## src/rtl/div_pkg.sv

```systemverilog
`default_nettype none

package div_pkg;

	// ####################################################################
	// widths
	// ####################################################################
	localparam int data_w = 32;       // operand and result width
	localparam int rem_w  = 35;       // partial remainder, three guard bits
	localparam int tag_w  = 4;

	localparam int n_iter = 16;       // two quotient bits per advance

	// ####################################################################
	// result queue
	// ####################################################################
	localparam int fifo_depth = 4;
	localparam int fifo_cnt_w = 3;    // holds 0 .. fifo_depth
	localparam logic [fifo_cnt_w-1:0] fifo_slots = fifo_cnt_w'(fifo_depth);

	// sequencer state encoding
	localparam logic [1:0] seq_idle = 2'd0;
	localparam logic [1:0] seq_run  = 2'd1;   // init cycle, then advances
	localparam logic [1:0] seq_last = 2'd2;   // sign fixup cycle

	typedef struct packed {
		logic [data_w-1:0] quot;
		logic [data_w-1:0] remd;
		logic [tag_w-1:0]  tag;
	} div_result_t;

endpackage

`default_nettype wire

```

## src/rtl/div_result_if.sv

```systemverilog
`timescale 1ns/1ps
`default_nettype none

// finished divide on its way into the result queue
// push is a single-cycle strobe, data valid in the same cycle
interface div_result_if;

	logic                       push;   // from the sequencer
	logic [div_pkg::data_w-1:0] quot;   // from the divider
	logic [div_pkg::data_w-1:0] remd;   // from the divider
	logic [div_pkg::tag_w-1:0]  tag;    // from the sequencer

	div_pkg::div_result_t data;         // record view for the queue

	assign data = '{quot: quot, remd: remd, tag: tag};

	// split source, divider and sequencer each drive their own part
	modport source (output push, quot, remd, tag);

	modport sink (input push, data);

endinterface

`default_nettype wire

```

## src/rtl/csa35.sv

```systemverilog
`timescale 1ns/1ps
`default_nettype none

// one row of full adders with no carry chain
// the caller shifts cout left one place before the final add
module csa35 (
	input  wire  [div_pkg::rem_w-1:0] ain,
	input  wire  [div_pkg::rem_w-1:0] bin,
	input  wire  [div_pkg::rem_w-1:0] cin,
	output logic [div_pkg::rem_w-1:0] sout,
	output logic [div_pkg::rem_w-1:0] cout
);

	// ####################################################################
	// sum and majority per bit position
	// ####################################################################

	assign sout = ain ^ bin ^ cin;

	// carry out of each column, weight is one bit higher
	assign cout = (ain & bin) |
	              (ain & cin) |
	              (bin & cin);

endmodule

`default_nettype wire

```

## src/rtl/long_div.sv

```systemverilog
`timescale 1ns/1ps
`default_nettype none

// radix-4 restoring divider, one init, sixteen advance, one last cycle
// remainder keeps the sign of the dividend, quotient bits are collected
// in the dividend register (inverted when the quotient is negative)
module long_div (
	input  wire                        clk,
	input  wire [div_pkg::data_w-1:0]  dividend,
	input  wire [div_pkg::data_w-1:0]  divisor,
	input  wire                        unsign,
	input  wire                        d_init,
	input  wire                        e_advance,
	input  wire                        e_last,
	div_result_if.source               result
);

	logic                       sign_divisor, sign_dividend;
	logic [div_pkg::data_w-1:0] dvs;
	logic [div_pkg::data_w-1:0] dvd;        // dividend, then quotient
	logic                       sign_dvs, sign_dvd, sign_quot;
	logic [div_pkg::rem_w-1:0]  rem;
	logic                       neg;        // subtract the divisor
	logic [div_pkg::rem_w-1:0]  cin1;
	logic [div_pkg::rem_w-1:0]  base;
	logic [div_pkg::rem_w-1:0]  dvs_x, dvs2_x;
	logic [div_pkg::rem_w-1:0]  sub3_ps, sub3_pc;
	logic [div_pkg::rem_w-1:0]  rem_sub1, rem_sub2, rem_sub3;
	logic [div_pkg::rem_w-1:0]  rem_nxt;
	logic                       bad1, bad2, bad3;
	logic                       quot_1, quot_0;
	logic                       exact;

	assign sign_divisor  = divisor[div_pkg::data_w-1] & ~unsign;
	assign sign_dividend = dividend[div_pkg::data_w-1] & ~unsign;

	always_ff @(posedge clk) begin
		if (d_init) begin
			dvs       <= divisor;
			sign_dvs  <= sign_divisor;
			sign_dvd  <= sign_dividend;
			sign_quot <= sign_dividend ^ sign_divisor;   // from the incoming operands
		end
	end

	// ####################################################################
	// trial subtractions of one, two and three times the divisor
	// ####################################################################

	// signs differ -> add the divisor, otherwise subtract it
	assign neg  = ~sign_quot;
	assign cin1 = {{(div_pkg::rem_w-1){1'b0}}, neg};

	// in the last cycle the remainder itself is tested against the divisor
	assign base = e_last ? rem : {rem[div_pkg::rem_w-3:0], dvd[div_pkg::data_w-1 -: 2]};

	assign dvs_x  = {div_pkg::rem_w{neg}} ^
	                {{(div_pkg::rem_w-div_pkg::data_w){sign_dvs}}, dvs};
	assign dvs2_x = {dvs_x[div_pkg::rem_w-2:0], neg};              // twice, inverted if neg

	assign rem_sub1 = base + dvs_x + cin1;
	assign rem_sub2 = base + dvs2_x + cin1;

	csa35 i_csa (
		.ain  (base),
		.bin  (dvs_x),
		.cin  (dvs2_x),
		.sout (sub3_ps),
		.cout (sub3_pc)
	);

	// two carry-ins for the three-times trial, one rides in the shifted lsb
	assign rem_sub3 = sub3_ps + {sub3_pc[div_pkg::rem_w-2:0], neg} + cin1;

	// a trial is rejected when it flips the remainder away from the dividend sign
	// negative dividends keep the remainder strictly below zero
	assign bad1 = rem_sub1[div_pkg::rem_w-1] ^ sign_dvd;
	assign bad2 = rem_sub2[div_pkg::rem_w-1] ^ sign_dvd;
	assign bad3 = rem_sub3[div_pkg::rem_w-1] ^ sign_dvd;

	assign quot_1 = ~bad2;
	assign quot_0 = (~bad1 & bad2) | ~bad3;

	always_comb begin
		if (!bad3)
			rem_nxt = rem_sub3;
		else if (!bad2)
			rem_nxt = rem_sub2;
		else if (!bad1)
			rem_nxt = rem_sub1;
		else
			rem_nxt = base;     // digit 0, keep the shifted remainder
	end

	// negative dividend whose remainder sits at minus one divisor, division is exact
	assign exact = sign_dvd & (rem_sub1 == '0);

	// ####################################################################
	// state registers, all loaded by d_init
	// ####################################################################

	always_ff @(posedge clk) begin
		if (d_init)
			dvd <= dividend;
		else if (e_advance)
			dvd <= {dvd[div_pkg::data_w-3:0], quot_1 ^ sign_quot, quot_0 ^ sign_quot};
		else if (e_last)
			dvd <= dvd + {{(div_pkg::data_w-1){1'b0}}, sign_quot ^ exact};
	end

	always_ff @(posedge clk) begin
		if (d_init)
			rem <= {div_pkg::rem_w{sign_dividend}};   // -1 for a negative dividend
		else if (e_advance)
			rem <= rem_nxt;
		else if (e_last && exact)
			rem <= '0;
	end

	assign result.quot = dvd;
	assign result.remd = rem[div_pkg::data_w-1:0];

endmodule

`default_nettype wire

```

## src/rtl/div_sequencer.sv

```systemverilog
`timescale 1ns/1ps
`default_nettype none

// request intake and strobe generation for long_div
module div_sequencer (
	input  wire                               clk,
	input  wire                               arst_n,
	input  wire                               start,
	input  wire  [div_pkg::data_w-1:0]        dividend,
	input  wire  [div_pkg::data_w-1:0]        divisor,
	input  wire                               unsign,
	input  wire  [div_pkg::tag_w-1:0]         tag,
	input  wire  [div_pkg::fifo_cnt_w-1:0]    free,
	output logic                              busy,
	output logic [div_pkg::data_w-1:0]        dividend_q,
	output logic [div_pkg::data_w-1:0]        divisor_q,
	output logic                              unsign_q,
	output logic                              d_init,
	output logic                              e_advance,
	output logic                              e_last,
	div_result_if.source                      result
);

	logic [1:0]                state;
	logic [3:0]                cnt;      // advance count
	logic                      push_q;
	logic [div_pkg::tag_w-1:0] tag_q;
	logic                      accept;

	// busy also covers the push cycle and a full queue
	assign busy   = (state != div_pkg::seq_idle) | push_q | (free == '0);
	assign accept = start & ~busy;

	// first run cycle is the init cycle
	assign e_advance = (state == div_pkg::seq_run) & ~d_init;
	assign e_last    = (state == div_pkg::seq_last);

	assign result.push = push_q;
	assign result.tag  = tag_q;

	// ####################################################################
	// control FSM
	// ####################################################################

	always_ff @(posedge clk or negedge arst_n) begin
		if (!arst_n) begin
			state  <= div_pkg::seq_idle;
			cnt    <= '0;
			d_init <= 1'b0;
			push_q <= 1'b0;
		end else begin
			d_init <= accept;
			push_q <= e_last;       // result is final once last is done
			case (state)
				div_pkg::seq_idle: begin
					if (accept) begin
						state <= div_pkg::seq_run;
						cnt   <= '0;
					end
				end
				div_pkg::seq_run: begin
					if (e_advance) begin
						cnt <= cnt + 1'b1;
						if (cnt == 4'(div_pkg::n_iter - 1))
							state <= div_pkg::seq_last;
					end
				end
				default: state <= div_pkg::seq_idle;   // seq_last lasts one cycle
			endcase
		end
	end

	// operands and tag held for the whole divide
	always_ff @(posedge clk) begin
		if (accept) begin
			dividend_q <= dividend;
			divisor_q  <= divisor;
			unsign_q   <= unsign;
			tag_q      <= tag;
		end
	end

endmodule

`default_nettype wire

```

## src/rtl/result_fifo.sv

```systemverilog
`timescale 1ns/1ps
`default_nettype none

// four-entry circular result queue with registered read port
module result_fifo (
	input  wire                             clk,
	input  wire                             arst_n,
	div_result_if.sink                      result,
	input  wire                             rd,
	output logic [div_pkg::fifo_cnt_w-1:0]  free,
	output logic                            not_empty,
	output div_pkg::div_result_t            rd_data
);

	div_pkg::div_result_t mem [div_pkg::fifo_depth];

	logic [$clog2(div_pkg::fifo_depth)-1:0] wr_ptr;
	logic [$clog2(div_pkg::fifo_depth)-1:0] rd_ptr;
	logic [div_pkg::fifo_cnt_w-1:0]         count;
	logic                                   do_wr;
	logic                                   do_rd;

	// the sequencer only starts a divide when a slot is free
	assign do_wr = result.push & (count != div_pkg::fifo_slots);
	assign do_rd = rd & (count != '0);          // read on empty is dropped

	assign free      = div_pkg::fifo_slots - count;
	assign not_empty = (count != '0);

	// ####################################################################
	// storage
	// ####################################################################

	always_ff @(posedge clk) begin
		if (do_wr)
			mem[wr_ptr] <= result.data;
	end

	// ####################################################################
	// pointers and occupancy
	// ####################################################################

	always_ff @(posedge clk or negedge arst_n) begin
		if (!arst_n) begin
			wr_ptr <= '0;
			rd_ptr <= '0;
			count  <= '0;
		end else begin
			if (do_wr)
				wr_ptr <= wr_ptr + 1'b1;     // wraps at depth
			if (do_rd)
				rd_ptr <= rd_ptr + 1'b1;
			case ({do_wr, do_rd})
				2'b10:   count <= count + 1'b1;
				2'b01:   count <= count - 1'b1;
				default: count <= count;     // none or both
			endcase
		end
	end

	// head entry presented after the read edge, held until the next read
	always_ff @(posedge clk or negedge arst_n) begin
		if (!arst_n)
			rd_data <= '0;
		else if (do_rd)
			rd_data <= mem[rd_ptr];
	end

endmodule

`default_nettype wire

```

## src/rtl/div_unit.sv

```systemverilog
`timescale 1ns/1ps
`default_nettype none

// integer divide unit, sequencer + radix-4 divider + result queue
module div_unit (
	input  wire                        clk,
	input  wire                        arst_n,
	input  wire                        start,
	input  wire  [div_pkg::data_w-1:0] dividend,
	input  wire  [div_pkg::data_w-1:0] divisor,
	input  wire                        unsign,
	input  wire  [div_pkg::tag_w-1:0]  tag,
	output logic                       busy,
	input  wire                        rd,
	output logic                       not_empty,
	output logic [div_pkg::data_w-1:0] rd_quot,
	output logic [div_pkg::data_w-1:0] rd_remd,
	output logic [div_pkg::tag_w-1:0]  rd_tag
);

	logic [div_pkg::data_w-1:0]     dividend_q;
	logic [div_pkg::data_w-1:0]     divisor_q;
	logic                           unsign_q;
	logic                           d_init;
	logic                           e_advance;
	logic                           e_last;
	logic [div_pkg::fifo_cnt_w-1:0] free;
	div_pkg::div_result_t           rd_data;

	div_result_if result_bus ();

	// ####################################################################
	// producer, sequencer and divider
	// ####################################################################

	div_sequencer i_seq (
		.clk        (clk),
		.arst_n     (arst_n),
		.start      (start),
		.dividend   (dividend),
		.divisor    (divisor),
		.unsign     (unsign),
		.tag        (tag),
		.free       (free),
		.busy       (busy),
		.dividend_q (dividend_q),
		.divisor_q  (divisor_q),
		.unsign_q   (unsign_q),
		.d_init     (d_init),
		.e_advance  (e_advance),
		.e_last     (e_last),
		.result     (result_bus.source)    // push and tag
	);

	long_div i_div (
		.clk       (clk),
		.dividend  (dividend_q),
		.divisor   (divisor_q),
		.unsign    (unsign_q),
		.d_init    (d_init),
		.e_advance (e_advance),
		.e_last    (e_last),
		.result    (result_bus.source)     // quot and remd
	);

	// ####################################################################
	// result queue
	// ####################################################################

	result_fifo i_fifo (
		.clk       (clk),
		.arst_n    (arst_n),
		.result    (result_bus.sink),
		.rd        (rd),
		.free      (free),
		.not_empty (not_empty),
		.rd_data   (rd_data)
	);

	assign rd_quot = rd_data.quot;
	assign rd_remd = rd_data.remd;
	assign rd_tag  = rd_data.tag;

endmodule

`default_nettype wire

```

## config.mk

```make
export PLATFORM = sky130hd
export DESIGN_NAME = div_unit
export DESIGN_NICKNAME = d
export VERILOG_FILES = /design/src/rtl/div_pkg.sv /design/src/rtl/div_result_if.sv /design/src/rtl/csa35.sv /design/src/rtl/long_div.sv /design/src/rtl/div_sequencer.sv /design/src/rtl/result_fifo.sv /design/src/rtl/div_unit.sv
export SDC_FILE = /design/constraint.sdc
export NUM_CORES = 1
export LEC_CHECK = 0
export ABC_AREA = 1
export BUFFER_PORTS_ARGS = -buffer_cell sky130_fd_sc_hd__buf_2
export CORE_AREA = 2 2 241 243
export CTS_CLUSTER_DIAMETER = 200
export DETAILED_ROUTE_END_ITERATION = 8
export DIE_AREA = 0 0 243 245
export PLACE_DENSITY = 0.7
export SLEW_MARGIN = 5
export SYNTH_ARGS = -nofsm -noshare
export SYNTH_HDL_FRONTEND = slang
export SYNTH_SLANG_ARGS = --single-unit
```

## constraint.sdc

```tcl
create_clock -name clk -period 5.56 [get_ports clk]
set_input_delay 1.112 -clock clk [delete_from_list [all_inputs] [get_ports clk]]
set_output_delay 1.112 -clock clk [all_outputs]
set_load 0.01 [all_outputs]
```

## Word-level counts from Yosys, hierarchy flattened

Memory sizes are Yosys's and may differ from the RTL's. A register that Yosys moved wholly into a read port is not among the register bits.
Index checks and enable logic that the tools add are counted.

- Memories kept: 1
- RAM bits: 272
- Input port bits: 73
- Flip-flop bits (word level): 186
- Logic and storage cells: 106
- Output and inout port bits: 70

- Muxes and demuxes: 20
- Reduce and logical (&&, ||, !) cells: 13
- Bitwise operators: 33
- $add $sub $neg: 13
- Equality and inequality tests: 9

Memories:

| name | words | bits a word | read ports | clocked after memory_dff | wr ports | line | text |
|---|---|---|---|---|---|---|---|
| i_fifo.mem | 4 | 68 | 1 | 1 | 1 | result_fifo.sv:15 | `div_pkg::div_result_t mem [div_pkg::fifo_depth];` |

Operators by type and width:

| kind | number |
|---|---|
| 35-bit 2-to-1 mux | 7 |
| 35-bit by 1-bit adder with 35-bit output | 3 |
| 35-bit adder | 3 |
| 35-bit bitwise XOR | 3 |
| 34-bit bitwise AND | 3 |
| 32-bit 2-to-1 mux | 3 |
| 34-bit bitwise OR | 2 |
| 35-bit logical NOT | 1 |
| 32-bit by 1-bit adder with 32-bit output | 1 |
| 3-bit nonzero test | 3 |
| 1-bit bitwise AND | 8 |
| 4-bit 2-to-1 mux | 2 |
| 4-bit one-hot mux with 2 select lines | 1 |
| 1-bit inverter | 7 |
| 1-bit bitwise XOR | 7 |
| 2-bit 2-to-1 mux | 3 |
| 3-bit one-hot mux with 2 select lines | 1 |
| 3-bit AND reduction | 2 |
| 2-bit nonzero test | 3 |
| 2-bit by 1-bit adder with 2-bit output, second input constant | 2 |
| 4-bit by 1-bit adder with 4-bit output, second input constant | 1 |
| 2-bit by 1-bit == test with 1-bit output, second input constant | 2 |
| 2-bit == test, second input constant | 2 |
| 4-bit == test, second input constant | 1 |
| other kinds (13) | 17 |

## Depth between registers and ports, before layout

- Word-level depth: 13
- Depth in mapped cells: 40
- Mapped depth without buffers: 38

## Worst setup path before layout

OpenSTA, ideal clock, no wires.

- Path type: register to register
- Start: register i_div.sign_quot
- End: register i_div.dvd, in the netlist i_div.result.quot[30], data pin
- Buffers on the path: 2
- Required time: 5.302 ns
- Setup slack: 0.159 ns
- Period minus slack after synthesis: 5.401 ns
- Stages on the path, launching flop included: 34
- Setup time: 0.258 ns
- Data arrival time: 5.143 ns
- Path through: edfxtp_1 buf_4 buf_1 xor2_1 inv_1 ha_1 nand2_1 inv_1 a21oi_1 nor2_1 nor2_1 nand2_1 xnor2_1 nand2_1 nor2_1 nand3_1 nor2_1 nand3_1 nor2_1 nand3_1 nand2_1 ha_1 ha_1 nand3_1 nor2_1 nand4_1 nor2_1 inv_1 nor4_1 nand2_1 nor2_1 xor2_1 o21ai_0 nand2_1

- Word-level cells in the longest chain between the ends: 11

Ends and longest elaborated chain:

| item | line | text |
|---|---|---|
| start, declared | long_div.sv:21 | `logic sign_dvs, sign_dvd, sign_quot;` |
| start signal, assigned | long_div.sv:42 | `sign_quot <= sign_dividend ^ sign_divisor;` |
| 1-bit inverter | long_div.sv:51 | `assign neg = ~sign_quot;` |
| 35-bit bitwise XOR | long_div.sv:57 | `assign dvs_x = {div_pkg::rem_w{neg}} ^` |
| 35-bit adder | long_div.sv:61 | `assign rem_sub1 = base + dvs_x + cin1;` |
| 35-bit by 1-bit adder with 35-bit output | long_div.sv:61 |  |
| 35-bit logical NOT | long_div.sv:96 | `assign exact = sign_dvd & (rem_sub1 == '0);` |
| 1-bit bitwise AND | long_div.sv:96 |  |
| 1-bit bitwise XOR * | long_div.sv:108 | `dvd <= dvd + {{(div_pkg::data_w-1){1'b0}}, sign_quot ^ exact};` |
| 32-bit by 1-bit adder with 32-bit output * | long_div.sv:108 |  |
| 32-bit 2-to-1 mux * | long_div.sv:107 | `else if (e_last)` |
| 32-bit 2-to-1 mux * | long_div.sv:105 | `else if (e_advance)` |
| 32-bit 2-to-1 mux * | long_div.sv:103 | `if (d_init)` |
| end signal, assigned | long_div.sv:104 | `dvd <= dividend;` |
| end signal, assigned | long_div.sv:106 | `dvd <= {dvd[div_pkg::data_w-3:0], quot_1 ^ sign_quot, quot_0 ^ sign_quot};` |
| end signal, assigned | long_div.sv:108 |  |
| end, declared | long_div.sv:20 | `logic [div_pkg::data_w-1:0] dvd;` |

Every way passes the cells marked *; elsewhere a longest branch is shown, timed or not. The select of a mux whose other input is x is not followed.
A chain may end at the register's enable or synchronous reset.

## Final worst setup path

- Start: register i_div.sign_quot
- End: register i_div.dvd, in the netlist i_div.result.quot[24], data pin

Same word-level chain as after synthesis.

==> metrics.txt <==
number of nets with antenna violations after routing=0; num ports=143; number of antenna violations at the first check in global routing=1; clk_skew=40.9 ps; CTS tree=done; post-synthesis average cell area=8.92 um2; Port Buf Inserts=142; max-capacitance violation count=0; most common library cell in the layout ignoring fill and taps=nand2_1; Worst Max-Slew Pin Slew=1210 ps; clock-pin slew reported for the worst setup and hold paths after clock tree synthesis=60 ps; total global-route track usage=0.292; main combinational cell family by area after synthesis=simple AND/OR/NAND/NOR gates; met1 demand-to-capacity share in global routing=0.406; drt first-iter violations=2324; Yosys top cell area share=0.452; floorplan die height=245 um; worst path arrival time=5740 ps; number of fillers in the final layout=5018; sort of element at the end of the critical path=register; Period minus WS final=5240 ps; cell chosen for the clock root=clkbuf_16; final count of pins violating max slew=0; register area=15400 um2; number of placement rows=88; critical path type=register to register; result of the run=completed; Min-Delay Path Class=register to register; worst stage delay on the critical path=450 ps; gpl congestion=1.05; Yosys warning count=0; number of flops mapped to enable cells by yosys=443; final global-route overflow total=0; source-to-sink clock delay at the later pin of the worst-skew pair=650 ps; clock buffers created by TritonCTS=56; complex-gate fraction of the synthesized area=0.112; Worst path most repeated cell=nand3_1; sequential element share of the synthesized area=0.522; most area-consuming cells after synthesis=edfxtp_1, nand2_1, dfrtp_1, nor2_1, ha_1; cell area after synthesis=29500 um2; Die Outline Area=59500 um2; cell accounting for the most synthesized area=edfxtp_1; Final Hold Violating Endpoints=0; fraction of synthesized cell area in xor and xnor cells=0.0356; kind of start point of the critical path=register; # DRC=0; CTS sink count=526; via count of the first global-routing pass=23100; buffering stage count on the worst path with inverters included=4; number of nets in the finished design=3806; wire length per cell after detailed routing=20.1 um; Starting Density=0.516; Top Family by Delay on Critical Path=simple AND/OR/NAND/NOR gates; share of synthesized area spent on multiplexers=0.000340; post-detailed-route via-to-cell ratio=5.58; cts-stage hold buffer count=0; Synthesized Nets=3521; Post-Synth Simple-Gate Area=0.197; top achievable clock speed=0.191 GHz; data required time at the worst endpoint=6060 ps; worst slew margin relative to its limit=0.194; Initial DRT Pass Iterations=6; Main synth FF type=edfxtp_1; area of the core=57000 um2; total vias in the final route=24600; chip width=243 um; adder and majority gate portion of the synthesized area=0.0703; commonest cells after routing, fill and taps aside=nand2_1, nor2_1, edfxtp_1, inv_1, o21ai_0; final setup violation count=0; met2 track demand over resource=0.465; pin count of the biggest net entering global routing=86; global routing's busiest layer=met2; number of standard cells after synthesis=3303; area added between synthesis and finish=18.2%; share of flip-flops with an asynchronous set or reset=0.158; cell with the largest stage delay on the worst path=edfxtp_1; number of library cell types mapped by synthesis=52; buffers from clock root to sink, at most=3; fraction of met3 tracks used by global routing=0.0423; global-route wire length before repair=133 mm; Reg2Reg Setup Slack=320 ps; combined area of the multi-input logic cells=12800 um2; post-synthesis sequential element count=526; HPWL Detailed=63.5 mm; crit path max fanout=8; utilization of the core after routing=0.610; final cycle utilization of the critical path=0.943; aggregate routed wire length=88.6 mm; depth of the CTS H-tree=2; proportion of layout cells with a drive suffix above 1=0.155
==> path summary, 6_finish.rpt <==
path                                     start               endpoint  depth (start not counted)
min reg2reg                i_seq.divisor_q[12]          i_div.dvs[12]                          0
max in group asynchronous               arst_n           i_seq.d_init                          2
min                        i_seq.divisor_q[12]          i_div.dvs[12]                          0
max reg2reg                    i_div.sign_quot  i_div.result.quot[24]                         33
min in group asynchronous               arst_n     i_fifo.rd_data[51]                          1
max                            i_div.sign_quot  i_div.result.quot[24]                         33
==> synthesized netlist by cell type (all sizes together) (23+ instances only) <==
master  count
a21oi     155
a31oi      92
buf        30
clkbuf     78
dfrtp      83
edfxtp    443
fa         34
ha        111
inv       366
nand2     658
nand3     150
nand4      31
nor2      550
nor3       23
o21ai     286
xnor2      42
xor2       77
==> timing repair <==
action                                  4_1_cts  5_1_grt
buffers inserted                              0        7
endpoints found under the setup margin        3       15
gates cloned                                  0        2
pin swaps                                     0       13
resized for setup                             1      138
==> cell families after synthesis <==
family / count (synthesis)
simple gates: 1439
mux: 1
buf+inv: 474
fa+ha+maj: 145
flops: 526
xor+xnor: 119
compound gates: 599
==> metrics by stage <==
stage          TNS [ps]  setup WS, ps  area, um2  std cells  hold WS [ps]
2_1_floorplan         0           159      29500       3303           400
3_3_place_gp      -18.2         -18.2      32200       4286           402
3_5_place_dp      -81.5         -53.6      32200       4286           405
4_1_cts               0          25.6      34100       4392           418
5_1_grt            -327          -112      34800       4402           424
6_report              0           317      34800       4402           417
==> layer usage <==
layer  wire length (um)  vias up  share of wire
met2              40000      996           0.45
li1                   -    11700              -
met1              37800    11700           0.43
met3               7250      189          0.082
met5                  0        -              0
met4               3620        0          0.041
==> layout make-up <==
class                      count  area share
multi-input combinational   2303       0.369
inverter                     366      0.0396
timing repair buffer         335      0.0662
clock inverter                31      0.0128
tap                          765      0.0275
clock buffer                  75      0.0432
sequential                   526       0.442
antenna                        1   0.0000719
==> flip-flops by register name, indices dropped and copies added, names as in the netlist <==
name and cells:
i_div.rem 35, i_div.sign_dvd 1, i_fifo.rd_ptr 2, i_div.sign_quot 1
i_seq.result.push 1, i_seq.result.tag 4, i_fifo.wr_ptr 2, i_fifo.count 3
i_seq.unsign_q 1, i_div.dvs 32, i_seq.dividend_q 32, i_div.sign_dvs 1
i_seq.d_init 1, i_seq.state 2, i_div.result.quot 32, i_seq.divisor_q 32
i_fifo.mem 272, i_seq.cnt 4, i_fifo.rd_data 68
Power is not shown: default switching activity piles up to over one toggle a cycle in this logic, so the estimate is an artifact.
